<file path="config.mk">
export PLATFORM = sky130hd
export DESIGN_NAME = rv_ctrl_top
export DESIGN_NICKNAME = d
export VERILOG_FILES = /design/src/rv_ctrl_pkg.sv /design/src/dec_if.sv /design/src/rv_ctrl_top.sv /design/src/ctrl_issue.sv /design/src/operand_forward.sv /design/src/insn_decode.sv
export VERILOG_INCLUDE_DIRS = /design/src
export SDC_FILE = /design/constraint.sdc
export NUM_CORES = 1
export LEC_CHECK = 0
export ABC_CLOCK_PERIOD_IN_PS = 3990
export BUFFER_PORTS_ARGS = -buffer_cell sky130_fd_sc_hd__buf_2
export CAP_MARGIN = 20
export CORE_UTILIZATION = 38
export CTS_CLUSTER_SIZE = 30
export DETAILED_ROUTE_END_ITERATION = 6
export GPL_ROUTABILITY_DRIVEN = 1
export PLACE_DENSITY = 0.64
export SYNTH_ARGS = -nofsm -noshare
export SYNTH_HDL_FRONTEND = slang
export SYNTH_SLANG_ARGS = --single-unit
</file>
<file path="constraint.sdc">
create_clock -name clk -period 3.99 [get_ports clk]
set_input_delay 1.197 -clock clk [delete_from_list [all_inputs] [get_ports clk]]
set_output_delay 1.197 -clock clk [all_outputs]
set_load 0.02 [all_outputs]
</file>
<file path="src/rv_ctrl_settings.svh">
// ~~~~~~~~~~~~~~~~~~~~~~~~~~~~~~~~~~~~~~~~~~~~~~~~~~~~~~~~~~
// RV32I control path settings
// ~~~~~~~~~~~~~~~~~~~~~~~~~~~~~~~~~~~~~~~~~~~~~~~~~~~~~~~~~~
`ifndef RV_CTRL_SETTINGS_SVH
`define RV_CTRL_SETTINGS_SVH

// Opcode field, instruction bits 6:2
`define RV_OPC_RTYPE   5'b01100
`define RV_OPC_ITYPE   5'b00100
`define RV_OPC_LOAD    5'b00000
`define RV_OPC_STORE   5'b01000
`define RV_OPC_BRANCH  5'b11000
`define RV_OPC_JAL     5'b11011
`define RV_OPC_JALR    5'b11001
`define RV_OPC_AUIPC   5'b00101
`define RV_OPC_LUI     5'b01101

// ALU group funct3
`define RV_FNC_ADD_SUB 3'b000
`define RV_FNC_SLL     3'b001
`define RV_FNC_SLT     3'b010
`define RV_FNC_SLTU    3'b011
`define RV_FNC_XOR     3'b100
`define RV_FNC_SRL_SRA 3'b101
`define RV_FNC_OR      3'b110
`define RV_FNC_AND     3'b111

// Load widths
`define RV_FNC_LB      3'b000
`define RV_FNC_LH      3'b001
`define RV_FNC_LW      3'b010
`define RV_FNC_LBU     3'b100
`define RV_FNC_LHU     3'b101

// Branch conditions
`define RV_FNC_BEQ     3'b000
`define RV_FNC_BNE     3'b001
`define RV_FNC_BLT     3'b100
`define RV_FNC_BGE     3'b101
`define RV_FNC_BLTU    3'b110
`define RV_FNC_BGEU    3'b111

`define RV_CTRL_CREDITS 4  // Words the consumer can hold

`endif
</file>
<file path="src/rv_ctrl_pkg.sv">
// ~~~~~~~~~~~~~~~~~~~~~~~~~~~~~~~~~~~~~~~~~~~~~~~~~~~~~~~~~~
// RV32I control path types
// ~~~~~~~~~~~~~~~~~~~~~~~~~~~~~~~~~~~~~~~~~~~~~~~~~~~~~~~~~~
`include "rv_ctrl_settings.svh"

package rv_ctrl_pkg;

  typedef logic [31:0] instr_t;
  typedef logic [4:0]  reg_idx_t;
  typedef logic [3:0]  alu_op_t;
  typedef logic [1:0]  fwd_sel_t;
  typedef logic [1:0]  wb_sel_t;
  typedef logic [2:0]  ldx_t;
  typedef logic [$clog2(`RV_CTRL_CREDITS + 1)-1:0] credit_t;  // Holds 0..CREDITS

  localparam alu_op_t ALU_ADD  = 4'd0;
  localparam alu_op_t ALU_SUB  = 4'd1;
  localparam alu_op_t ALU_AND  = 4'd2;
  localparam alu_op_t ALU_OR   = 4'd3;
  localparam alu_op_t ALU_XOR  = 4'd4;
  localparam alu_op_t ALU_SLL  = 4'd5;
  localparam alu_op_t ALU_SRL  = 4'd6;
  localparam alu_op_t ALU_SRA  = 4'd7;
  localparam alu_op_t ALU_SLT  = 4'd8;
  localparam alu_op_t ALU_SLTU = 4'd9;

  localparam fwd_sel_t FWD_REG = 2'd0;  // Register file value
  localparam fwd_sel_t FWD_ALU = 2'd1;  // Previous ALU result
  localparam fwd_sel_t FWD_MEM = 2'd2;  // Previous load data

  localparam wb_sel_t WB_MEM = 2'd0;
  localparam wb_sel_t WB_ALU = 2'd1;
  localparam wb_sel_t WB_PC4 = 2'd2;

  localparam ldx_t LDX_W  = 3'd0;
  localparam ldx_t LDX_HU = 3'd1;
  localparam ldx_t LDX_H  = 3'd2;
  localparam ldx_t LDX_BU = 3'd3;
  localparam ldx_t LDX_B  = 3'd4;

endpackage

</file>
<file path="src/dec_if.sv">
// ~~~~~~~~~~~~~~~~~~~~~~~~~~~~~~~~~~~~~~~~~~~~~~~~~~~~~~~~~~
// Decoded instruction bundle
// ~~~~~~~~~~~~~~~~~~~~~~~~~~~~~~~~~~~~~~~~~~~~~~~~~~~~~~~~~~
`timescale 1ns/1ps

interface dec_if;
  logic                  valid;
  rv_ctrl_pkg::reg_idx_t rs1;
  rv_ctrl_pkg::reg_idx_t rs2;
  rv_ctrl_pkg::reg_idx_t rd;         // Zero when nothing is written
  logic                  uses_rs1;
  logic                  uses_rs2;
  rv_ctrl_pkg::alu_op_t  alu_op;
  logic                  a_pc;
  logic                  b_imm;
  rv_ctrl_pkg::wb_sel_t  wb_sel;
  logic                  rf_we;
  rv_ctrl_pkg::ldx_t     ldx;
  logic                  br_un;
  rv_ctrl_pkg::reg_idx_t prev_rd;    // From the instruction accepted before
  logic                  prev_we;
  logic                  prev_load;

  modport src (
    output valid, rs1, rs2, rd, uses_rs1, uses_rs2,
    output alu_op, a_pc, b_imm, wb_sel, rf_we, ldx, br_un,
    output prev_rd, prev_we, prev_load
  );

  modport snk (
    input valid, rs1, rs2, rd, uses_rs1, uses_rs2,
    input alu_op, a_pc, b_imm, wb_sel, rf_we, ldx, br_un,
    input prev_rd, prev_we, prev_load
  );
endinterface

</file>
<file path="src/rv_ctrl_top.sv">
// ~~~~~~~~~~~~~~~~~~~~~~~~~~~~~~~~~~~~~~~~~~~~~~~~~~~~~~~~~~
// RV32I decode and forwarding control
// ~~~~~~~~~~~~~~~~~~~~~~~~~~~~~~~~~~~~~~~~~~~~~~~~~~~~~~~~~~
`timescale 1ns/1ps

module rv_ctrl_top (
  input  logic                  clk,
  input  logic                  rst,
  input  logic                  in_valid,
  input  rv_ctrl_pkg::instr_t   in_instr,
  output logic                  in_ready,
  input  logic                  ctrl_credit,
  output logic                  ctrl_valid,
  output rv_ctrl_pkg::alu_op_t  ctrl_alu_op,
  output logic                  ctrl_a_pc,
  output logic                  ctrl_b_imm,
  output rv_ctrl_pkg::wb_sel_t  ctrl_wb_sel,
  output logic                  ctrl_rf_we,
  output rv_ctrl_pkg::ldx_t     ctrl_ldx,
  output logic                  ctrl_br_un,
  output rv_ctrl_pkg::fwd_sel_t ctrl_fwd_rs1,
  output rv_ctrl_pkg::fwd_sel_t ctrl_fwd_rs2,
  output rv_ctrl_pkg::reg_idx_t ctrl_rd
);

  rv_ctrl_pkg::fwd_sel_t fwd_sel [2];  // Index 0 is rs1

  dec_if dec ();

  insn_decode u_decode (
    .clk         (clk),
    .rst         (rst),
    .in_valid    (in_valid),
    .in_instr    (in_instr),
    .ctrl_credit (ctrl_credit),
    .in_ready    (in_ready),
    .dec         (dec)
  );

  for (genvar k = 0; k < 2; k++) begin : g_fwd
    operand_forward #(.OPERAND(k)) u_fwd (
      .dec (dec),
      .sel (fwd_sel[k])
    );
  end

  ctrl_issue u_issue (
    .clk          (clk),
    .rst          (rst),
    .dec          (dec),
    .fwd_rs1      (fwd_sel[0]),
    .fwd_rs2      (fwd_sel[1]),
    .ctrl_valid   (ctrl_valid),
    .ctrl_alu_op  (ctrl_alu_op),
    .ctrl_a_pc    (ctrl_a_pc),
    .ctrl_b_imm   (ctrl_b_imm),
    .ctrl_wb_sel  (ctrl_wb_sel),
    .ctrl_rf_we   (ctrl_rf_we),
    .ctrl_ldx     (ctrl_ldx),
    .ctrl_br_un   (ctrl_br_un),
    .ctrl_fwd_rs1 (ctrl_fwd_rs1),
    .ctrl_fwd_rs2 (ctrl_fwd_rs2),
    .ctrl_rd      (ctrl_rd)
  );

endmodule

</file>
<file path="src/ctrl_issue.sv">
// ~~~~~~~~~~~~~~~~~~~~~~~~~~~~~~~~~~~~~~~~~~~~~~~~~~~~~~~~~~
// Control word issue register
// ~~~~~~~~~~~~~~~~~~~~~~~~~~~~~~~~~~~~~~~~~~~~~~~~~~~~~~~~~~
`timescale 1ns/1ps

module ctrl_issue (
  input  logic                  clk,
  input  logic                  rst,
  dec_if.snk                    dec,
  input  rv_ctrl_pkg::fwd_sel_t fwd_rs1,
  input  rv_ctrl_pkg::fwd_sel_t fwd_rs2,
  output logic                  ctrl_valid,
  output rv_ctrl_pkg::alu_op_t  ctrl_alu_op,
  output logic                  ctrl_a_pc,
  output logic                  ctrl_b_imm,
  output rv_ctrl_pkg::wb_sel_t  ctrl_wb_sel,
  output logic                  ctrl_rf_we,
  output rv_ctrl_pkg::ldx_t     ctrl_ldx,
  output logic                  ctrl_br_un,
  output rv_ctrl_pkg::fwd_sel_t ctrl_fwd_rs1,
  output rv_ctrl_pkg::fwd_sel_t ctrl_fwd_rs2,
  output rv_ctrl_pkg::reg_idx_t ctrl_rd
);

  always_ff @(posedge clk) begin
    if (rst) begin
      ctrl_valid <= 1'b0;
    end else begin
      ctrl_valid <= dec.valid;  // One pulse per decoded word
    end
  end

  always_ff @(posedge clk) begin
    if (dec.valid) begin
      ctrl_alu_op  <= dec.alu_op;
      ctrl_a_pc    <= dec.a_pc;
      ctrl_b_imm   <= dec.b_imm;
      ctrl_wb_sel  <= dec.wb_sel;
      ctrl_rf_we   <= dec.rf_we;
      ctrl_ldx     <= dec.ldx;
      ctrl_br_un   <= dec.br_un;
      ctrl_fwd_rs1 <= fwd_rs1;
      ctrl_fwd_rs2 <= fwd_rs2;
      ctrl_rd      <= dec.rd;
    end
  end

  // A memory write-back is either a real load (base plus offset) or the
  // empty word of an unknown opcode; stores never select memory data
  a_wb_mem: assert property (@(posedge clk) disable iff (rst)
    (ctrl_valid && ctrl_wb_sel == rv_ctrl_pkg::WB_MEM) |->
      (ctrl_rf_we ? (ctrl_b_imm && !ctrl_a_pc) : (!ctrl_b_imm && ctrl_rd == '0)))
    else $error("memory write-back on a word that is neither load nor empty");

endmodule

</file>
<file path="src/operand_forward.sv">
// ~~~~~~~~~~~~~~~~~~~~~~~~~~~~~~~~~~~~~~~~~~~~~~~~~~~~~~~~~~
// Operand forwarding select
// ~~~~~~~~~~~~~~~~~~~~~~~~~~~~~~~~~~~~~~~~~~~~~~~~~~~~~~~~~~
`timescale 1ns/1ps

module operand_forward #(
  parameter int OPERAND = 0      // 0 picks rs1, 1 picks rs2
) (
  dec_if.snk                    dec,
  output rv_ctrl_pkg::fwd_sel_t sel
);

  rv_ctrl_pkg::reg_idx_t rs;
  logic                  uses;
  logic                  hit;

  assign rs   = (OPERAND == 0) ? dec.rs1 : dec.rs2;
  assign uses = (OPERAND == 0) ? dec.uses_rs1 : dec.uses_rs2;

  // x0 never carries a produced value
  assign hit = uses && (rs != '0) && dec.prev_we && (dec.prev_rd == rs);

  always_comb begin
    if (!hit) begin
      sel = rv_ctrl_pkg::FWD_REG;
    end else if (dec.prev_load) begin
      sel = rv_ctrl_pkg::FWD_MEM;  // Load data wins over ALU path
    end else begin
      sel = rv_ctrl_pkg::FWD_ALU;
    end
  end

endmodule

</file>
<file path="src/insn_decode.sv">
// ~~~~~~~~~~~~~~~~~~~~~~~~~~~~~~~~~~~~~~~~~~~~~~~~~~~~~~~~~~
// Instruction accept and decode
// ~~~~~~~~~~~~~~~~~~~~~~~~~~~~~~~~~~~~~~~~~~~~~~~~~~~~~~~~~~
`timescale 1ns/1ps
`include "rv_ctrl_settings.svh"

module insn_decode (
  input  logic                clk,
  input  logic                rst,
  input  logic                in_valid,
  input  rv_ctrl_pkg::instr_t in_instr,
  input  logic                ctrl_credit,
  output logic                in_ready,
  dec_if.src                  dec
);

  rv_ctrl_pkg::credit_t  credits;
  logic                  accept;
  logic [4:0]            opc;
  logic [2:0]            fn3;
  rv_ctrl_pkg::alu_op_t  d_alu_op;
  logic                  d_a_pc;
  logic                  d_b_imm;
  rv_ctrl_pkg::wb_sel_t  d_wb_sel;
  logic                  d_rf_we;
  rv_ctrl_pkg::ldx_t     d_ldx;
  logic                  d_br_un;
  logic                  d_uses_rs1;
  logic                  d_uses_rs2;
  rv_ctrl_pkg::reg_idx_t d_rd;
  rv_ctrl_pkg::reg_idx_t last_rd;     // Last accepted instruction
  logic                  last_we;
  logic                  last_load;

  // R and I share the funct3 map, SUB only exists for R
  function automatic rv_ctrl_pkg::alu_op_t alu_fn(input logic [2:0] f3, input logic alt,
                                                  input logic reg_op);
    case (f3)
      `RV_FNC_ADD_SUB: alu_fn = (alt && reg_op) ? rv_ctrl_pkg::ALU_SUB : rv_ctrl_pkg::ALU_ADD;
      `RV_FNC_SLL:     alu_fn = rv_ctrl_pkg::ALU_SLL;
      `RV_FNC_SLT:     alu_fn = rv_ctrl_pkg::ALU_SLT;
      `RV_FNC_SLTU:    alu_fn = rv_ctrl_pkg::ALU_SLTU;
      `RV_FNC_XOR:     alu_fn = rv_ctrl_pkg::ALU_XOR;
      `RV_FNC_SRL_SRA: alu_fn = alt ? rv_ctrl_pkg::ALU_SRA : rv_ctrl_pkg::ALU_SRL;
      `RV_FNC_OR:      alu_fn = rv_ctrl_pkg::ALU_OR;
      `RV_FNC_AND:     alu_fn = rv_ctrl_pkg::ALU_AND;
      default:         alu_fn = rv_ctrl_pkg::ALU_ADD;
    endcase
  endfunction

  assign opc      = in_instr[6:2];
  assign fn3      = in_instr[14:12];
  assign in_ready = (credits != '0);  // Credits bound the words in flight
  assign accept   = in_valid && in_ready;

  always_comb begin
    d_alu_op   = rv_ctrl_pkg::ALU_ADD;
    d_a_pc     = 1'b0;
    d_b_imm    = 1'b1;
    d_wb_sel   = rv_ctrl_pkg::WB_ALU;
    d_rf_we    = 1'b1;
    d_ldx      = rv_ctrl_pkg::LDX_W;
    d_br_un    = 1'b0;
    d_uses_rs1 = 1'b1;
    d_uses_rs2 = 1'b0;
    case (opc)
      `RV_OPC_RTYPE: begin
        d_alu_op   = alu_fn(fn3, in_instr[30], 1'b1);
        d_b_imm    = 1'b0;
        d_uses_rs2 = 1'b1;
      end
      `RV_OPC_ITYPE: d_alu_op = alu_fn(fn3, in_instr[30], 1'b0);
      `RV_OPC_LOAD: begin
        d_wb_sel = rv_ctrl_pkg::WB_MEM;
        case (fn3)
          `RV_FNC_LB:  d_ldx = rv_ctrl_pkg::LDX_B;
          `RV_FNC_LH:  d_ldx = rv_ctrl_pkg::LDX_H;
          `RV_FNC_LBU: d_ldx = rv_ctrl_pkg::LDX_BU;
          `RV_FNC_LHU: d_ldx = rv_ctrl_pkg::LDX_HU;
          default:     d_ldx = rv_ctrl_pkg::LDX_W;
        endcase
      end
      `RV_OPC_STORE: begin
        d_rf_we    = 1'b0;       // rd field holds immediate bits
        d_uses_rs2 = 1'b1;
      end
      `RV_OPC_BRANCH: begin
        d_a_pc     = 1'b1;       // Target is PC + imm
        d_rf_we    = 1'b0;
        d_uses_rs2 = 1'b1;
        d_br_un    = (fn3 == `RV_FNC_BLTU) || (fn3 == `RV_FNC_BGEU);
      end
      `RV_OPC_JAL: begin
        d_a_pc     = 1'b1;
        d_wb_sel   = rv_ctrl_pkg::WB_PC4;
        d_uses_rs1 = 1'b0;
      end
      `RV_OPC_JALR:  d_wb_sel = rv_ctrl_pkg::WB_PC4;
      `RV_OPC_AUIPC: begin
        d_a_pc     = 1'b1;
        d_uses_rs1 = 1'b0;
      end
      `RV_OPC_LUI:   d_uses_rs1 = 1'b0;
      default: begin             // Unknown opcode, all-zero word
        d_b_imm    = 1'b0;
        d_wb_sel   = rv_ctrl_pkg::WB_MEM;
        d_rf_we    = 1'b0;
        d_uses_rs1 = 1'b0;
      end
    endcase
  end

  assign d_rd = d_rf_we ? in_instr[11:7] : '0;

  always_ff @(posedge clk) begin
    if (rst) begin
      credits <= rv_ctrl_pkg::credit_t'(`RV_CTRL_CREDITS);
    end else if (accept && !ctrl_credit) begin
      credits <= credits - rv_ctrl_pkg::credit_t'(1);
    end else if (!accept && ctrl_credit) begin
      credits <= credits + rv_ctrl_pkg::credit_t'(1);
    end
  end

  always_ff @(posedge clk) begin
    if (rst) begin
      dec.valid   <= 1'b0;
      dec.prev_we <= 1'b0;
      last_we     <= 1'b0;
    end else begin
      dec.valid <= accept;
      if (accept) begin
        dec.prev_we <= last_we;
        last_we     <= d_rf_we;
      end
    end
  end

  always_ff @(posedge clk) begin
    if (accept) begin
      dec.rs1       <= in_instr[19:15];
      dec.rs2       <= in_instr[24:20];
      dec.rd        <= d_rd;
      dec.uses_rs1  <= d_uses_rs1;
      dec.uses_rs2  <= d_uses_rs2;
      dec.alu_op    <= d_alu_op;
      dec.a_pc      <= d_a_pc;
      dec.b_imm     <= d_b_imm;
      dec.wb_sel    <= d_wb_sel;
      dec.rf_we     <= d_rf_we;
      dec.ldx       <= d_ldx;
      dec.br_un     <= d_br_un;
      dec.prev_rd   <= last_rd;
      dec.prev_load <= last_load;
      last_rd       <= d_rd;
      last_load     <= (opc == `RV_OPC_LOAD);
    end
  end

  a_credit_max: assert property (@(posedge clk) disable iff (rst)
    credits <= rv_ctrl_pkg::credit_t'(`RV_CTRL_CREDITS))
    else $error("credit counter above limit");

  // Consumer may only return what was issued
  a_credit_ovf: assert property (@(posedge clk) disable iff (rst)
    ctrl_credit |-> credits != rv_ctrl_pkg::credit_t'(`RV_CTRL_CREDITS))
    else $error("credit returned while counter full");

endmodule

</file>
==> results.md <==
* Routed vias/inst at about 4.7
* DRC violations left at 0
* Placed Area at 2875 µm²
* Final Hold Fails at 0
* Crit path launch type: register
* Leak pwr at between 1 and 1.5 nW
* CTS tree: done
* P_sw at approximately 360 µW
* DP Wirelength at ~2800 µm
* Final wirelength at 4059 µm
* Largest family of logic cells by synthesized area: simple AND/OR/NAND/NOR gates
* Critical path class: register to output pin
* Diodes inserted at 0
* Cell count after placement at 289
* Global routing's busiest layer: met2
* Vert. Die Dim at 83.72 µm
* HP Class: register to register
* PostCTS Resize Cnt at 0
* Xor/xnor cell area share of the yosys netlist at ~4.5%
* Area growth syn-to-layout at 19.72%
* Max_slew headroom at 35.57%
* Final Total Pwr at roughly 1.5 mW
* Antenna violations before repair at 0
* Largest area contributor in the netlist: edfxtp_1
* I/O Buffers at 51
* VDD IR max at 0.0002424 V
* Worst Max-Slew Pin Slew at 0.9651 ns
* Multiplexer share of the synthesized area at 0.3945%
* Ports at 60
* Core area at 6386 µm²
* Fill count at 574
* Reg power frac at 58.9%
* Post-Syn Area per Cell at 15.47 µm²
* Yosys cell types at 38
* Critical-path maximum fanout at 4
* Largest net degree at the start of global routing at 42
* Reg-to-reg slack, setup at 2.22 ns
* Initial drt markers at 76
* Maximum clock path buffer count at 2
* YS warnings at 0
* Number of synthesized flops with an enable pin at between 50 and 60
* Post CTS Setup Buffer Count at 0
* RSZ-0062 raised after global routing: false
* Setup TNS at 0 ns
* Compound-cell area share of the yosys netlist at 4.635%
* Die Width at 83.72 µm
* PwrDens at 483.4 nW/µm²
* Overall Global Routing Usage at 12.36%
* Via count at 1427
* Syn Inst Count at 164
* Net count, final at 261
* Primary FF master, synth: edfxtp_1
* Drt wl/cell at 13.31 µm
* Clk root buf: clkbuf_8
* TritonCTS Sinks at 66
* Placer congestion estimate at 0.8026
* Share of the synthesized area in the top cell type at a little over two thirds
* Mapped cell area at 2537 µm²
* Net Sw Frac at 24.37%
* Setup violators final at 0
* Max Clock Skew at 0.003740 ns
* Max-cap violations at 0
* Seq cells post-synth at 66
* Req. time, crit path at 2.79 ns
* Tmin final at 2.383 ns
* Pre-Repair DR Iteration Count at 6
* Crit share post-route at 59.72%
* Adder-cell share of the synthesized area at 1.282%
* Fraction of the mapped netlist area in simple logic gates at 11.49%
* Int Power at 1.111 mW
* Final cell count without fillers at 305
* Global routing usage on met1 at roughly 14%
* Grt met2 use at roughly a fifth
* Largest cells by area after synthesis: edfxtp_1, dfxtp_1, xnor2_1
* Post-detailed-route count of antenna-violating nets at 0
* CTS buffer count at 9
* Pins Over Slew Limit at 0
* Met3 Resource Use GR at 3.264%
* Fin area at 3038 µm²
* Count leader, synth: edfxtp_1
* Worst endpoint data arrival time at 1.19 ns
* Combinational share of power at 9.9%
* Clk_lat worst skew at 0.33 ns
* Global route overflow at 0
* Synth Net Count at 202
* Clk pwr share at 31.2%
* Vias in the first global route at 1348
* Commonest cells post-synth: edfxtp_1, nor2_1, inv_1
* H-Tree Depth at 3
* Clk slew on worst S/H paths at 0.07 ns
* Status: completed
* Async set-reset flop share out of synthesis at 0%
* Num rows at 29
* Post-CTS Hold Buffers at 0
* Peak Freq at approximately 420 MHz
* First-pass GRT wire length at 6348 µm
* Die area at between 7000 and 8000 µm²
* Post-synthesis sequential area ratio at 75.35%
* Initial Utilization at slightly below 40%
* Share of layout cells above drive strength 1 at a little under a third
* Endpoint class of the critical path: output pin
[power by group through the flow]
stage / clock (mW) / combinational (mW) / sequential (mW)
finish: 0.458 / 0.146 / 0.864
global route: 0.505 / 0.165 / 0.872
CTS: 0.475 / 0.149 / 0.865
detailed placement: 0 / 0.148 / 0.880
global placement: 0 / 0.145 / 0.878
floorplan: 0 / 0.0810 / 0.890
[layout make-up]
type / count / area, µm² / share of cell area (%)
Multi-Input combinational cell: 84 / 566.8 / 18.66
Inverter: 10 / 37.54 / 1.236
Tap cell: 77 / 96.34 / 3.171
Timing Repair Buffer: 52 / 262.8 / 8.649
Clock inverter: 5 / 31.28 / 1.030
Sequential cell: 66 / 1912 / 62.93
Clock buffer: 11 / 131.4 / 4.325
[per-layer routing]
layer / wire (µm) / share of wire [%]
met5: 0 / 0
met4: 65 / 1.6
met3: 183 / 4.5
met2: 2105 / 52
met1: 1704 / 42
[path summary, 6_finish.rpt]
| path | start | end | cells past startpoint |
|---|---|---|---|
| min reg2reg | u_decode.dec.wb_sel[1] | u_issue.ctrl_wb_sel[1] | 0 |
| min | u_decode.dec.wb_sel[1] | u_issue.ctrl_wb_sel[1] | 0 |
| max reg2reg | u_decode.credits[0] | u_decode.credits[2] | 7 |
| max | u_decode.credits[0] | in_ready | 2 |
[through the flow]
step | setup WS, ns | hold slack [ns] | utilization, %
2_1_floorplan | 0.3760 | 0.4003 | -
3_3_place_gp | 1.392 | 0.4015 | 45.02
3_5_place_dp | 1.354 | 0.4045 | 45.02
4_1_cts | 1.587 | 0.4203 | 47.57
5_1_grt | 1.553 | 0.4297 | 47.57
6_report | 1.607 | 0.4187 | 47.57
[registers in the layout, summed over array words and instances (netlist names), 3 cells and up]
| signal | flops |
|---|---|
| u_decode.dec.ldx | 3 |
| u_issue.ctrl_ldx | 3 |
| u_issue.ctrl_alu_op | 4 |
| u_decode.dec.rd | 5 |
| u_decode.dec.prev_rd | 5 |
| u_decode.dec.rs1 | 5 |
| u_decode.dec.rs2 | 5 |
| u_decode.credits | 3 |
| u_decode.dec.alu_op | 4 |
| u_issue.ctrl_rd | 5 |
[kinds of logic (layout without fill, tap and decap cells)]
logic type / Yosys count / in the layout
compound gates: 18 / 18
xor+xnor: 13 / 13
fa+ha+maj: 2 / 2
buf+inv: 14 / 78
flops: 66 / 66
mux: 1 / 1
simple gates: 50 / 50
[cell usage in the layout, fill, tap and decap left out, types with 2 or more instances in the layout]
| cell type | instances |
|---|---|
| inv_1 | 10 |
| or4_1 | 3 |
| clkbuf_8 | 9 |
| dfxtp_1 | 7 |
| o21bai_1 | 2 |
| nand2_1 | 4 |
| nor3_1 | 3 |
| nor2_1 | 11 |
| o21ai_0 | 3 |
| or3_1 | 2 |
| nor4_1 | 4 |
| clkinv_2 | 3 |
| nor2b_1 | 7 |
| clkbuf_1 | 2 |
| a21oi_1 | 6 |
| buf_2 | 51 |
| xnor2_1 | 9 |
| xor2_1 | 4 |
| edfxtp_1 | 59 |
| nand3_1 | 5 |
[critical path: stages (launching register included)]
cell     delay [ns]
dfxtp_1        0.34
or3_1          0.36
buf_2          0.16
(Power assumes the default switching activity.)
